[src/design/cpuPkg.sv]
package cpuPkg;

    // Data word and byte address width
    localparam int xlen = 32;

    // Major opcodes of the supported RV32I subset
    typedef enum logic [6:0] {
        opR      = 7'b0110011,  // add, sub, and, or, slt
        opImm    = 7'b0010011,  // addi
        opLoad   = 7'b0000011,  // lw
        opStore  = 7'b0100011,  // sw
        opBranch = 7'b1100011   // beq
    } opcodeE;

    // ALU operations, aluAdd is the idle value
    typedef enum logic [2:0] {
        aluAdd = 3'd0,
        aluSub = 3'd1,
        aluAnd = 3'd2,
        aluOr  = 3'd3,
        aluSlt = 3'd4
    } aluOpE;

    // Decoded controls for one instruction
    typedef struct packed {
        logic             regWrite;
        logic             aluSrc;    // Second operand is imm
        logic             memRead;
        logic             memWrite;
        logic             memToReg;
        logic             branch;
        aluOpE            aluOp;
        logic [xlen-1:0]  imm;       // Sign extended, B form already in bytes
    } ctrlT;

    // One data memory write, also seen on the store port
    typedef struct packed {
        logic             valid;
        logic [xlen-1:0]  addr;      // Byte address
        logic [xlen-1:0]  data;
    } storeT;

    // Program load port into instruction memory
    typedef struct packed {
        logic             we;
        logic [xlen-1:0]  addr;      // Word index
        logic [xlen-1:0]  data;
    } loadT;

    // Instruction field positions
    localparam int opLsb     = 0;
    localparam int rdLsb     = 7;
    localparam int funct3Lsb = 12;
    localparam int rs1Lsb    = 15;
    localparam int rs2Lsb    = 20;

endpackage
[src/design/alu.sv]
`timescale 1ns/1ns

module alu (
    input  logic [cpuPkg::xlen-1:0]  a,
    input  logic [cpuPkg::xlen-1:0]  b,
    input  cpuPkg::aluOpE            op,
    output logic [cpuPkg::xlen-1:0]  result,
    output logic                     zero
);

    import cpuPkg::*;

    logic lessThan;

    // Signed compare for slt
    assign lessThan = $signed(a) < $signed(b);

    always_comb begin
        case (op)
            aluAdd:  result = a + b;
            aluSub:  result = a - b;
            aluAnd:  result = a & b;
            aluOr:   result = a | b;
            aluSlt:  result = {{(xlen-1){1'b0}}, lessThan};
            default: result = a + b;
        endcase
    end

    assign zero = (result == '0);  // beq taken when operands match

endmodule

[config.mk]
export PLATFORM = sky130hd
export DESIGN_NAME = alu
export DESIGN_NICKNAME = d
export VERILOG_FILES = /design/src/design/cpuPkg.sv /design/src/design/alu.sv
export SDC_FILE = /design/constraint.sdc
export NUM_CORES = 1
export LEC_CHECK = 0
export ABC_AREA = 1
export ABC_CLOCK_PERIOD_IN_PS = 5430
export BUFFER_PORTS_ARGS = -buffer_cell sky130_fd_sc_hd__buf_2
export CAP_MARGIN = 20
export CORE_ASPECT_RATIO = 1.1
export CORE_MARGIN = 2
export CORE_UTILIZATION = 60
export DETAILED_ROUTE_END_ITERATION = 7
export PLACE_DENSITY = 0.84
export SETUP_SLACK_MARGIN = 0.02
export SLEW_MARGIN = 20
export SYNTH_ARGS = -nofsm -noshare
export SYNTH_HDL_FRONTEND = slang
export SYNTH_SLANG_ARGS = --single-unit
[constraint.sdc]
create_clock -name vclk -period 5.43
set_clock_uncertainty 0.1 [all_clocks]
set_input_delay 0 -clock vclk [all_inputs]
set_output_delay 0 -clock vclk [all_outputs]
set_load 0.01 [all_outputs]
# Word level (Yosys, flattened, before mapping)
# Index checks and enable logic that the tools add are counted.
# word_totals
out_inout_bits	33
inputBits	67
wordCells	11
regBits	0
# op_classes
eq_ne	4
n_addsub	2
mux	1
reduce_logical	1
order_cmp	1
n_bitwise	2
# ops
cell	count
32-bit case mux with 4 select lines	1
32-bit adder	1
32-bit bitwise AND	1
32-bit zero test	1
32-bit less-than comparator	1
32-bit bitwise OR	1
32-bit subtractor	1
3-bit by 2-bit == test with 1-bit output, second input constant	2
3-bit by 1-bit == test with 1-bit output, second input constant	1
3-bit == test, second input constant	1

# Logic depth before layout (Yosys ltp)
# Gate-level depths: netlist of run 1.
# depth
word_depth	3
ltp_mapped	20
mapped_depth_nobuf	20

# Least setup slack after synthesis of run 1
# Ideal clock, no wire load.
# synth_path
path_kind	input -> output
start	input port a[0] (netlist name)
end	output port zero
t_required_ns	5.330
cell_stages	18
arrival_ns	1.907
path_buffers	0
setup_slack_ns	3.423
path_cell_list	inv_1 -> ha_1 -> fa_1 -> inv_1 -> nand2_1 -> nand2_1 -> nand4_1 -> nand2_1 -> nand2_1 -> nand2_1 -> nand2_1 -> nand3_1 -> nand3_1 -> nor2_1 -> nand3_1 -> nor2_1 -> nand3_1 -> nor2_1
# synth_between
elab_chain_len	3
elab_cells_between_ends	7
cone_classes	2 x add/sub; 1 x order compare; 1 x mux; 2 x bitwise; 1 x reduce/logical
# synth_lines
item	line	source
start: declaration	alu.sv:4	input logic [cpuPkg::xlen-1:0] a,
32-bit adder / 32-bit subtractor (equally long branches)	alu.sv:20, alu.sv:25, alu.sv:21	
32-bit case mux with 4 select lines *	alu.sv:19	case (op)
via result (one bit)	alu.sv:7	output logic [cpuPkg::xlen-1:0] result,
32-bit zero test *	alu.sv:29	assign zero = (result == '0);
end: declaration	alu.sv:8	output logic zero
# The timed path passes the listed nets; every way through them passes the cells marked *.

# Worst setup path after layout of run 1
# layout_path
start	input port op[0]
end	output port zero
# layout_between
elab_chain_len	3
elab_cells_between_ends	6
cone_classes	4 x eq/ne; 1 x mux; 1 x reduce/logical
# layout_lines
item	line	source
start: declaration	alu.sv:6	input cpuPkg::aluOpE op,
3-bit == test, or another cell as far along	alu.sv:19	
32-bit case mux with 4 select lines *	alu.sv:19	
32-bit zero test *	alu.sv:29	
# Mark *: on every way between the ends. The rest lies on a longest branch, timed or not.

==> results of run 1 <==
-- power breakdown --
part / leakage, uW / internal (uW) / switching [uW]
combinational: 0.00447 / 248 / 536
sequential: 0 / 0 / 0
clock: 0 / 0 / 0
-- worst min path at each step --
stage | slack (ns) | startpoint | cells past startpoint | to
floorplan | 0.19 | b[31] | 3 | result[31]
global placement | 0.45 | b[31] | 5 | result[31]
detailed placement | 0.45 | b[31] | 5 | result[31]
finish | 0.47 | b[31] | 5 | result[31]
CTS | 0.45 | b[31] | 5 | result[31]
global route | 0.49 | b[31] | 5 | result[31]
-- kinds of logic (layout without fill, tap and decap cells) --
family                   count (synthesis)  after routing  share of synthesized area [%]
buffers and inverters                  324            392                           20.2
AO/OA/AOI/OAI                          126            126                           10.6
adder cells (fa/ha/maj)                 98             98                           18.9
AND/OR/NAND/NOR                        767            767                           50.2
XOR/XNOR                                 1              1                          0.133
-- cells in the mapped netlist (7+ instances only) --
library cell | instances | share of area, %
buf_2 | 14 | 1.1
o21bai_1 | 7 | 0.80
nand2_2 | 12 | 1.1
o21ai_0 | 20 | 1.5
nand4_1 | 17 | 1.6
nor2_2 | 21 | 2.0
inv_1 | 278 | 16
nor2_1 | 150 | 8.6
ha_1 | 96 | 18
nand3_1 | 142 | 11
a21oi_1 | 80 | 6.1
buf_6 | 8 | 1.4
inv_2 | 10 | 0.57
buf_4 | 8 | 0.92
nor2_4 | 7 | 1.2
nand2_1 | 400 | 23
a21oi_2 | 7 | 0.93
nor3_1 | 9 | 0.69
-- per-layer routing --
layer  up-vias  global-route usage (%)
met4         0                    17.8
met5         -                       0
met1      3702                    47.2
met3        85                    2.97
li1       4158                       -
met2       418                    68.9
-- through the flow --
step                setup slack (ns)  cells  power [uW]  util (%)  instance area [sq um]
global route                    2.36   1531         866      65.1                   7040
floorplan                       3.42   1316         542         -                   6560
global placement                2.70   1531         758      65.1                   7040
detailed placement              2.73   1531         762      65.1                   7040
finish                          2.59   1531         784      65.1                   7040
CTS                             2.73   1531         765      65.1                   7040
-- area by class of cell --
type | count | area, sq um
timing repair buffer | 103 | 523
multi-input combinational | 992 | 5250
tap | 147 | 184
inverter | 289 | 1080
fill | 1189 | 3770
-- worst max-delay path, stage by stage --
cell	delay, ns
buf_2	0.13
o21ai_0	0.20
nand2_2	0.24
inv_2	0.64
nand3_1	0.16
nand2_1	0.14
nand3_1	0.07
nor2_1	0.12
nand2_1	0.09
nor2_1	0.26
nand3_1	0.19
nor2_1	0.17
nand3_1	0.09
nor2_1	0.10
buf_2	0.13
==> results.txt, run 1 <==
----------------------------------------------------
[Critical path]
  Crit path capture type ... primary output
  Required time of the worst setup path ... roughly 5.3 ns
  Arrival time reported for the critical path endpoint ... 2.74 ns
  Critical path launch point type ... input port
  CP Launch Point ... op[0]
  Peak fanout along the critical path ... 31
  Critical Setup Path Class ... in2out
  End point of the critical path ... zero

[STA]
  Final hold slack ... 0.466 ns
  Crit share post-route ... a little over half
  Final min period ... 2.84 ns
  Upper clock frequency limit ... roughly 0.35 GHz
  Transition time at the pin with the least slew margin ... 0.888 ns
  Setup repair after global routing missed its margin ... no
  Slew Limit Fails ... 0
  Endpoints failing hold ... 0
  Setup-failing EPs final ... 0
  Worst max-slew margin expressed relative to the limit ... approximately two fifths
  Post-Route Setup TNS ... 0 ns

[Floorplanning]
  Floorplan die width ... between 100 and 150 microns
  Die area ... around 0.012 sq mm
  Number of core rows ... 40
  Top-Level Pins ... 100
  Area inside the core boundary ... 0.0108 sq mm
  Vertical die dimension ... 114 microns
  Starting density of the core ... 60.7%

[Detailed routing]
  Routed wire per std cell ... ~15 microns
  Met1 Routed Length ... roughly 9.4 mm
  Total number of vias ... about 8.4k
  DR DRC count ... 0
  Count of routing violations after the opening detailed-route iteration ... 721
  Average vias per placed instance ... 5.46
  Top Metal Used ... met4
  Post-Route WL ... 23.1 mm
  Wire length on met2 ... 10.7 mm
  Met3 wire length ... 1.78 mm
  Number of routed nets with antenna violations ... 0
  Detailed-router iteration count before antenna repair ... 5

[Flow run]
  Max-cap viol count ... 0

[Placement]
  Global placer's final weighted congestion ... between 1 and 1.5
  Count of buffers inserted at the top-level ports ... 100
  Placed wire-length estimate after detailed placement ... around 20 mm

[Global route]
  Antenna violations before repair ... 0
  Residual overflow from global routing ... 0
  Overall routing resource usage ... ~38%
  Maximum number of pins on one net before global-route repair ... 32
  Wire length of the first global-routing pass ... roughly 37 mm
  Number of global-route vias before repair ... 7662

[Final layout]
  Count of antenna diodes in the layout ... 0
  Most common cell after layout, fill and taps aside ... nand2_1
  Synthesis-to-finish area growth ... 7.22%
  Final #Nets ... between 1.5k and 2k
  Sequential cell area ... 0 sq um
  Proportion of layout cells with a drive suffix above 1 ... 12.1%
  Layout sequential cell count ... 0
  Number of clock buffers in the layout ... 0
  Top library cells by usage in the layout, fill and taps aside ... nand2_1, inv_1, nor2_1

[Power]
  Leakage power ... 0.00447 uW
  Maximum VDD drop ... approximately 62 uV
  Power per Cell Area ... approximately 110 mW/mm^2

[Synth]
  Average instance area after synthesis ... around 5.0 sq um
  YS warnings ... 0
  Post-synthesis cell count ... between 1k and 1.5k
  Post-synthesis cell area ... between 0.006 and 0.007 sq mm
  Number of distinct library cells after synthesis ... 34
  Total nets after synthesis ... approximately 1.5k
  Proportion of synthesized chip area in sequential cells ... 0%

[CTS]
  Post-CTS Setup Repair Bufs ... 0
  Number of hold-repair buffers added at the cts stage ... 0
  Resize count post-CTS ... 0

[Hold path]
  Kind of path behind the tightest hold check ... in2out

[Outcome]
  Result of the run ... finished clean

----------------------------------------------------
Note: power is estimated with default switching activity, not from simulation.
==> run 2, diff against run 1 <==
ABC_CLOCK_PERIOD_IN_PS = 2800   (was 5430)
clock period = 2.8 ns   (was 5.43 ns; I/O delays follow)
==> results.txt, run 2 (synthesis results as in run 1) <==
----------------------------------------------------
[Critical path]
  Arrival time reported for the critical path endpoint ... 2.60 ns (-0.14 ns)
  Crit path capture type ... primary output
  Critical path launch point type ... input port
  Critical Setup Path Class ... in2out
  Peak fanout along the critical path ... 4 (-87%)
  Required time of the worst setup path ... 2.70 ns (-2.63 ns)

[Detailed routing]
  Total number of vias ... 8560 (+2.4%)
  Routed wire per std cell ... 15.1 microns (+0.29%)
  Count of routing violations after the opening detailed-route iteration ... 848 (+18%)
  Number of routed nets with antenna violations ... 0 (unchanged)
  Post-Route WL ... 23.8 mm (+2.9%)
  DR DRC count ... 0 (unchanged)
  Average vias per placed instance ... 5.45 (-0.25%)
  Detailed-router iteration count before antenna repair ... 6 (+1)

[Final layout]
  Most common cell after layout, fill and taps aside ... nand2_1
  Number of clock buffers in the layout ... 0 (unchanged)
  Sequential cell area ... 0 sq um (unchanged)
  Top library cells by usage in the layout, fill and taps aside ... nand2_1, inv_1, nor2_1
  Synthesis-to-finish area growth ... 12.3%
  Layout sequential cell count ... 0 (unchanged)
  Final #Nets ... 1591 (+2.6%)
  Proportion of layout cells with a drive suffix above 1 ... 15.3% (+3.2 points)
  Count of antenna diodes in the layout ... 0 (unchanged)

[Floorplanning]
  Top-Level Pins ... 100 (unchanged)
  Number of core rows ... 40 (unchanged)
  Floorplan die width ... 104 microns (unchanged)
  Vertical die dimension ... 114 microns (unchanged)
  Starting density of the core ... 60.7% (unchanged)
  Die area ... 0.0118 sq mm (unchanged)
  Area inside the core boundary ... 0.0108 sq mm (unchanged)

[Power]
  Power per Cell Area ... 219 mW/mm^2 (+96%)
  Internal power ... 548 uW (+120%)
  Share of total power in combinational logic ... 100.0% (about the same)
  Leakage power ... 0.00466 uW (+4.3%)
  Maximum VDD drop ... 127 uV (+100%)
  Total power ... 1610 uW (+110%)
  Clock share of power ... 0% (unchanged)
  Power dissipated by switching net loads ... 1060 uW (+98%)
  Portion of total power attributed to sequential cells ... 0% (unchanged)
  Proportion of total power due to net switching ... 66.0% (-2.4 points)

[Placement]
  Count of buffers inserted at the top-level ports ... 100 (unchanged)
  Global placer's final weighted congestion ... 1.03 (-3.7%)
  Placed wire-length estimate after detailed placement ... 20.4 mm (+3.4%)

[CTS]
  Post-CTS Setup Repair Bufs ... 0 (unchanged)
  Number of hold-repair buffers added at the cts stage ... 0 (unchanged)
  Resize count post-CTS ... 0 (unchanged)

[Outcome]
  Result of the run ... finished clean

[STA]
  Worst max-slew margin expressed relative to the limit ... 66.9% (+26 points)
  Post-Route Setup TNS ... 0 ns (unchanged)
  Setup-failing EPs final ... 0 (unchanged)
  Upper clock frequency limit ... approximately 0.37 GHz
  Endpoints failing hold ... 0 (unchanged)
  Crit share post-route ... a little over nine tenths
  Transition time at the pin with the least slew margin ... 0.496 ns (-0.392 ns)
  Final min period ... around 2.7 ns
  Slew Limit Fails ... 0 (unchanged)

[Global route]
  Maximum number of pins on one net before global-route repair ... 32 (unchanged)
  Antenna violations before repair ... 0 (unchanged)
  Number of global-route vias before repair ... 7706 (+0.57%)
  Residual overflow from global routing ... 0 (unchanged)
  Overall routing resource usage ... 38.2% (-0.30 points)
  Wire length of the first global-routing pass ... 36.4 mm (-0.96%)

[Flow run]
  Max-cap viol count ... 0 (unchanged)

[Hold path]
  Kind of path behind the tightest hold check ... in2out

----------------------------------------------------
## run 2: changes by cell type in the layout (fill, tap and decap cells not counted), moves of 2 or more
cell | before | now
nor2_1 | 149 | 144
ha_1 | 96 | 94
nand2_2 | 12 | 14
nand2_1 | 400 | 398
buf_4 | 3 | 43
nor2_2 | 22 | 26
ha_2 | 0 | 2
## run 2: layout make-up
| class | instances | area, sq um |
|---|---|---|
| Fill cell | 1145 | 3440 |
| Inverter | 289 | 1080 |
| Multi-Input combinational cell | 992 | 5280 |
| Tap cell | 147 | 184 |
| Timing Repair Buffer | 143 | 823 |
## run 2: metal layers
layer	vias up	track usage, %	part of all wire [%]
met3	112	4.46	8.7
met2	459	68.1	46
li1	4232	-	-
met1	3757	44.6	39
met4	0	21.4	6.8
met5	-	0	0
## run 2: worst max-delay path, stage by stage
cell and delay (ns):
buf_2 0.09, inv_1 0.05, ha_1 0.23, fa_1 0.39
inv_1 0.06, nand2_1 0.09, nand2_2 0.11, nand4_1 0.16
nand2_2 0.15, nand2_1 0.06, nand3_1 0.06, nand2_1 0.09
nor2_2 0.13, nand2_1 0.13, nor2_4 0.15, nand3_1 0.13
nor2_1 0.17, nand3_1 0.09, nor2_1 0.11, buf_2 0.13
## run 2: per-stage QoR
| step | utilization (%) | hold slack (ns) | instance area (sq um) | worst slack, ns | cells |
|---|---|---|---|---|---|
| 6_report | 68.2 | 0.470 | 7370 | 0.0994 | 1571 |
| 5_1_grt | 68.2 | 0.498 | 7370 | -0.0457 | 1571 |
| 4_1_cts | 67.9 | 0.452 | 7340 | 0.0668 | 1571 |
| 3_5_place_dp | 67.9 | 0.451 | 7340 | 0.0663 | 1571 |
| 3_3_place_gp | 67.9 | 0.437 | 7340 | 0.0802 | 1571 |
| 2_1_floorplan | - | 0.193 | 6560 | 0.793 | 1316 |
## run 2: final timing paths
kind	from	end	slack, ns	cells past startpoint
max	a[0]	zero	0.1	20
min	b[31]	result[31]	0.47	5
## run 2: power by group through the flow
stage | Sequential [uW] | Clock (uW) | Combinational, uW
3_5_place_dp | 0 | 0 | 1550
4_1_cts | 0 | 0 | 1560
2_1_floorplan | 0 | 0 | 1050
5_1_grt | 0 | 0 | 1770
6_report | 0 | 0 | 1610
3_3_place_gp | 0 | 0 | 1530
==> run 3, diff against run 2 <==
CORE_ASPECT_RATIO = unset   (was 1.1)
CORE_UTILIZATION = 61   (was 60)
PLACE_DENSITY = 0.85   (was 0.84)
==> results.txt, run 3 (synthesis results as in run 1) <==
----------------------------------------------------
[CTS]
  Number of hold-repair buffers added at the cts stage ... 0 (unchanged)
  Post-CTS Setup Repair Bufs ... 0 (unchanged)
  Resize count post-CTS ... 0 (unchanged)

[STA]
  Setup WS post-layout ... 0.147 ns (+0.0474 ns)
  Endpoints failing hold ... 0 (unchanged)
  Final hold slack ... 0.458 ns (-0.0120 ns)
  Setup repair after global routing missed its margin ... no
  Slew Limit Fails ... 0 (unchanged)
  Setup-failing EPs final ... 0 (unchanged)
  Upper clock frequency limit ... 0.377 GHz (+1.8%)
  Crit share post-route ... 94.8% (-1.7 points)
  Final min period ... 2.65 ns (-0.0474 ns)
  Worst max-slew margin expressed relative to the limit ... 62.7% (-4.2 points)
  Transition time at the pin with the least slew margin ... 0.554 ns (+0.0576 ns)
  Post-Route Setup TNS ... 0 ns (unchanged)

[Placement]
  Placed wire-length estimate after detailed placement ... 18.8 mm (-7.7%)
  Pre-CTS setup slack ... 0.120 ns (+0.0534 ns)
  Global placer's final weighted congestion ... 1.04 (+1.1%)
  Post-DP Area ... 0.00710 sq mm (-3.3%)
  Count of buffers inserted at the top-level ports ... 100 (unchanged)

[Final layout]
  Number of clock buffers in the layout ... 0 (unchanged)
  Layout fillers ... 1075 (-6.1%)
  Most common cell after layout, fill and taps aside ... nand2_1
  Proportion of layout cells with a drive suffix above 1 ... 14.0% (-1.3 points)
  Sequential cell area ... 0 sq um (unchanged)
  Layout sequential cell count ... 0 (unchanged)
  Top library cells by usage in the layout, fill and taps aside ... nand2_1, inv_1, nor2_1
  Final #Nets ... 1559 (-2.0%)
  Cell area after layout ... 0.00715 sq mm (-2.9%)
  Synthesis-to-finish area growth ... 9.00%
  Count of antenna diodes in the layout ... 0 (unchanged)

[Global route]
  Antenna violations before repair ... 0 (unchanged)
  Residual overflow from global routing ... 0 (unchanged)
  Number of global-route vias before repair ... 7380 (-4.2%)
  Overall routing resource usage ... 37.1% (-1.1 points)
  Wire length of the first global-routing pass ... 34.8 mm (-4.5%)
  Maximum number of pins on one net before global-route repair ... 32 (unchanged)

[Critical path]
  Crit path capture type ... primary output
  Buffering stage count on the worst path with inverters included ... 5 (+1)
  Largest stage delay, worst path ... 0.38 ns (about the same)
  Arrival time reported for the critical path endpoint ... 2.55 ns (-0.05 ns)
  Required time of the worst setup path ... 2.70 ns (about the same)
  Critical Setup Path Class ... in2out
  Crit path max-delay cell type ... fa_1
  Cell chain of the critical path ... buf_2 -> inv_1 -> ha_1 -> fa_1 -> inv_1 -> nand2_1 -> nand2_2 -> nand2_1 -> inv_1 -> nand2_1 -> nand3_2 -> nand2_1 -> nand3_1 -> nand3_2 -> nor2_2 -> nand3_1 -> nor2_1 -> nand3_1 -> nor2_1 -> buf_2
  Delay-heaviest family, CP ... simple AND/OR/NAND/NOR gates
  Top cell by count, worst path ... nand2_1
  Peak fanout along the critical path ... 4 (unchanged)
  Critical path launch point type ... input port

[Detailed routing]
  Detailed-router iteration count before antenna repair ... 6 (unchanged)
  Post-Route WL ... 22.2 mm (-6.6%)
  Number of routed nets with antenna violations ... 0 (unchanged)
  Total number of vias ... 8516 (-0.51%)
  Average vias per placed instance ... 5.57 (+2.3%)
  DR DRC count ... 0 (unchanged)
  Routed wire per std cell ... 14.5 microns (-4.0%)
  Count of routing violations after the opening detailed-route iteration ... 1054 (+24%)

[Floorplanning]
  Vertical die dimension ... 108 microns (-5.3%)
  Top-Level Pins ... 100 (unchanged)
  Area inside the core boundary ... 0.0104 sq mm (-4.1%)
  Floorplan die width ... 108 microns (+3.9%)
  Number of core rows ... 37 (-7.5%)
  Die area ... 0.0116 sq mm (-1.6%)
  Starting density of the core ... 63.3% (+2.6 points)

[Power]
  Power per Cell Area ... 217 mW/mm^2 (-0.87%)
  Leakage power ... 0.00450 uW (-3.4%)
  Total power ... 1550 uW (-3.8%)
  Maximum VDD drop ... 116 uV (-8.5%)

[Hold path]
  Worst hold stages ... 5 (unchanged)
  Hold Path End ... result[6]
  Min-Delay Startpoint ... b[6]
  Kind of path behind the tightest hold check ... in2out

[Flow run]
  Max-cap viol count ... 0 (unchanged)

[Outcome]
  Result of the run ... finished clean

----------------------------------------------------
## run 3: changes by cell type in the layout (fill, tap and decap cells not counted), moves of 2 or more
cell / delta
a21oi_2: +2
ha_1: -6
ha_2: +6
o21ai_0: -2
a21oi_1: -2
nand2_2: +2
nor2_2: -2
nor2_1: +2
buf_4: -33
nand2_1: -2
o21ai_1: +2
## run 3: worst min-delay path: cells and delay by family
kind | cells | cell delay (ns)
adder cells (fa/ha/maj) | 1 | 0.17
AND/OR/NAND/NOR | 1 | 0.09
AO/OA/AOI/OAI | 1 | 0.07
buffers and inverters | 2 | 0.22
## run 3: worst max path at each step
| stage | startpoint | end | cells past startpoint |
|---|---|---|---|
| 3_3_place_gp | a[0] | zero | 20 |
| 3_5_place_dp | a[0] | zero | 20 |
| 2_1_floorplan | a[0] | zero | 18 |
| 6_report | a[0] | zero | 20 |
| 4_1_cts | a[0] | zero | 20 |
| 5_1_grt | a[10] | zero | 19 |
## run 3: per-stage QoR
| step | std cells | util [%] |
|---|---|---|
| floorplan | 1316 | - |
| global placement | 1528 | 68.4 |
| detailed placement | 1528 | 68.4 |
| CTS | 1528 | 68.4 |
| global route | 1528 | 69.0 |
| finish | 1528 | 69.0 |
## run 3: report_power, final
group          switching [uW]  leakage, uW  internal [uW]
Clock                       0            0              0
Combinational            1050      0.00450            503
Sequential                  0            0              0
## run 3: layout make-up
type	instances	area, sq um	area share, %
inverter	289	1080	15.2
multi-input combinational	992	5300	74.1
tap	136	170	2.38
timing repair buffer	111	596	8.32
## run 3: per-layer routing
metal / share of wire (%) / vias to the layer above / GRT usage [%] / routed length [microns]
li1: - / 4170 / - / -
met1: 40 / 3714 / 49.7 / 8950
met2: 42 / 554 / 59.1 / 9370
met3: 13 / 78 / 6.60 / 2990
met4: 4.1 / 0 / 13.6 / 922
met5: 0 / - / 0 / 0
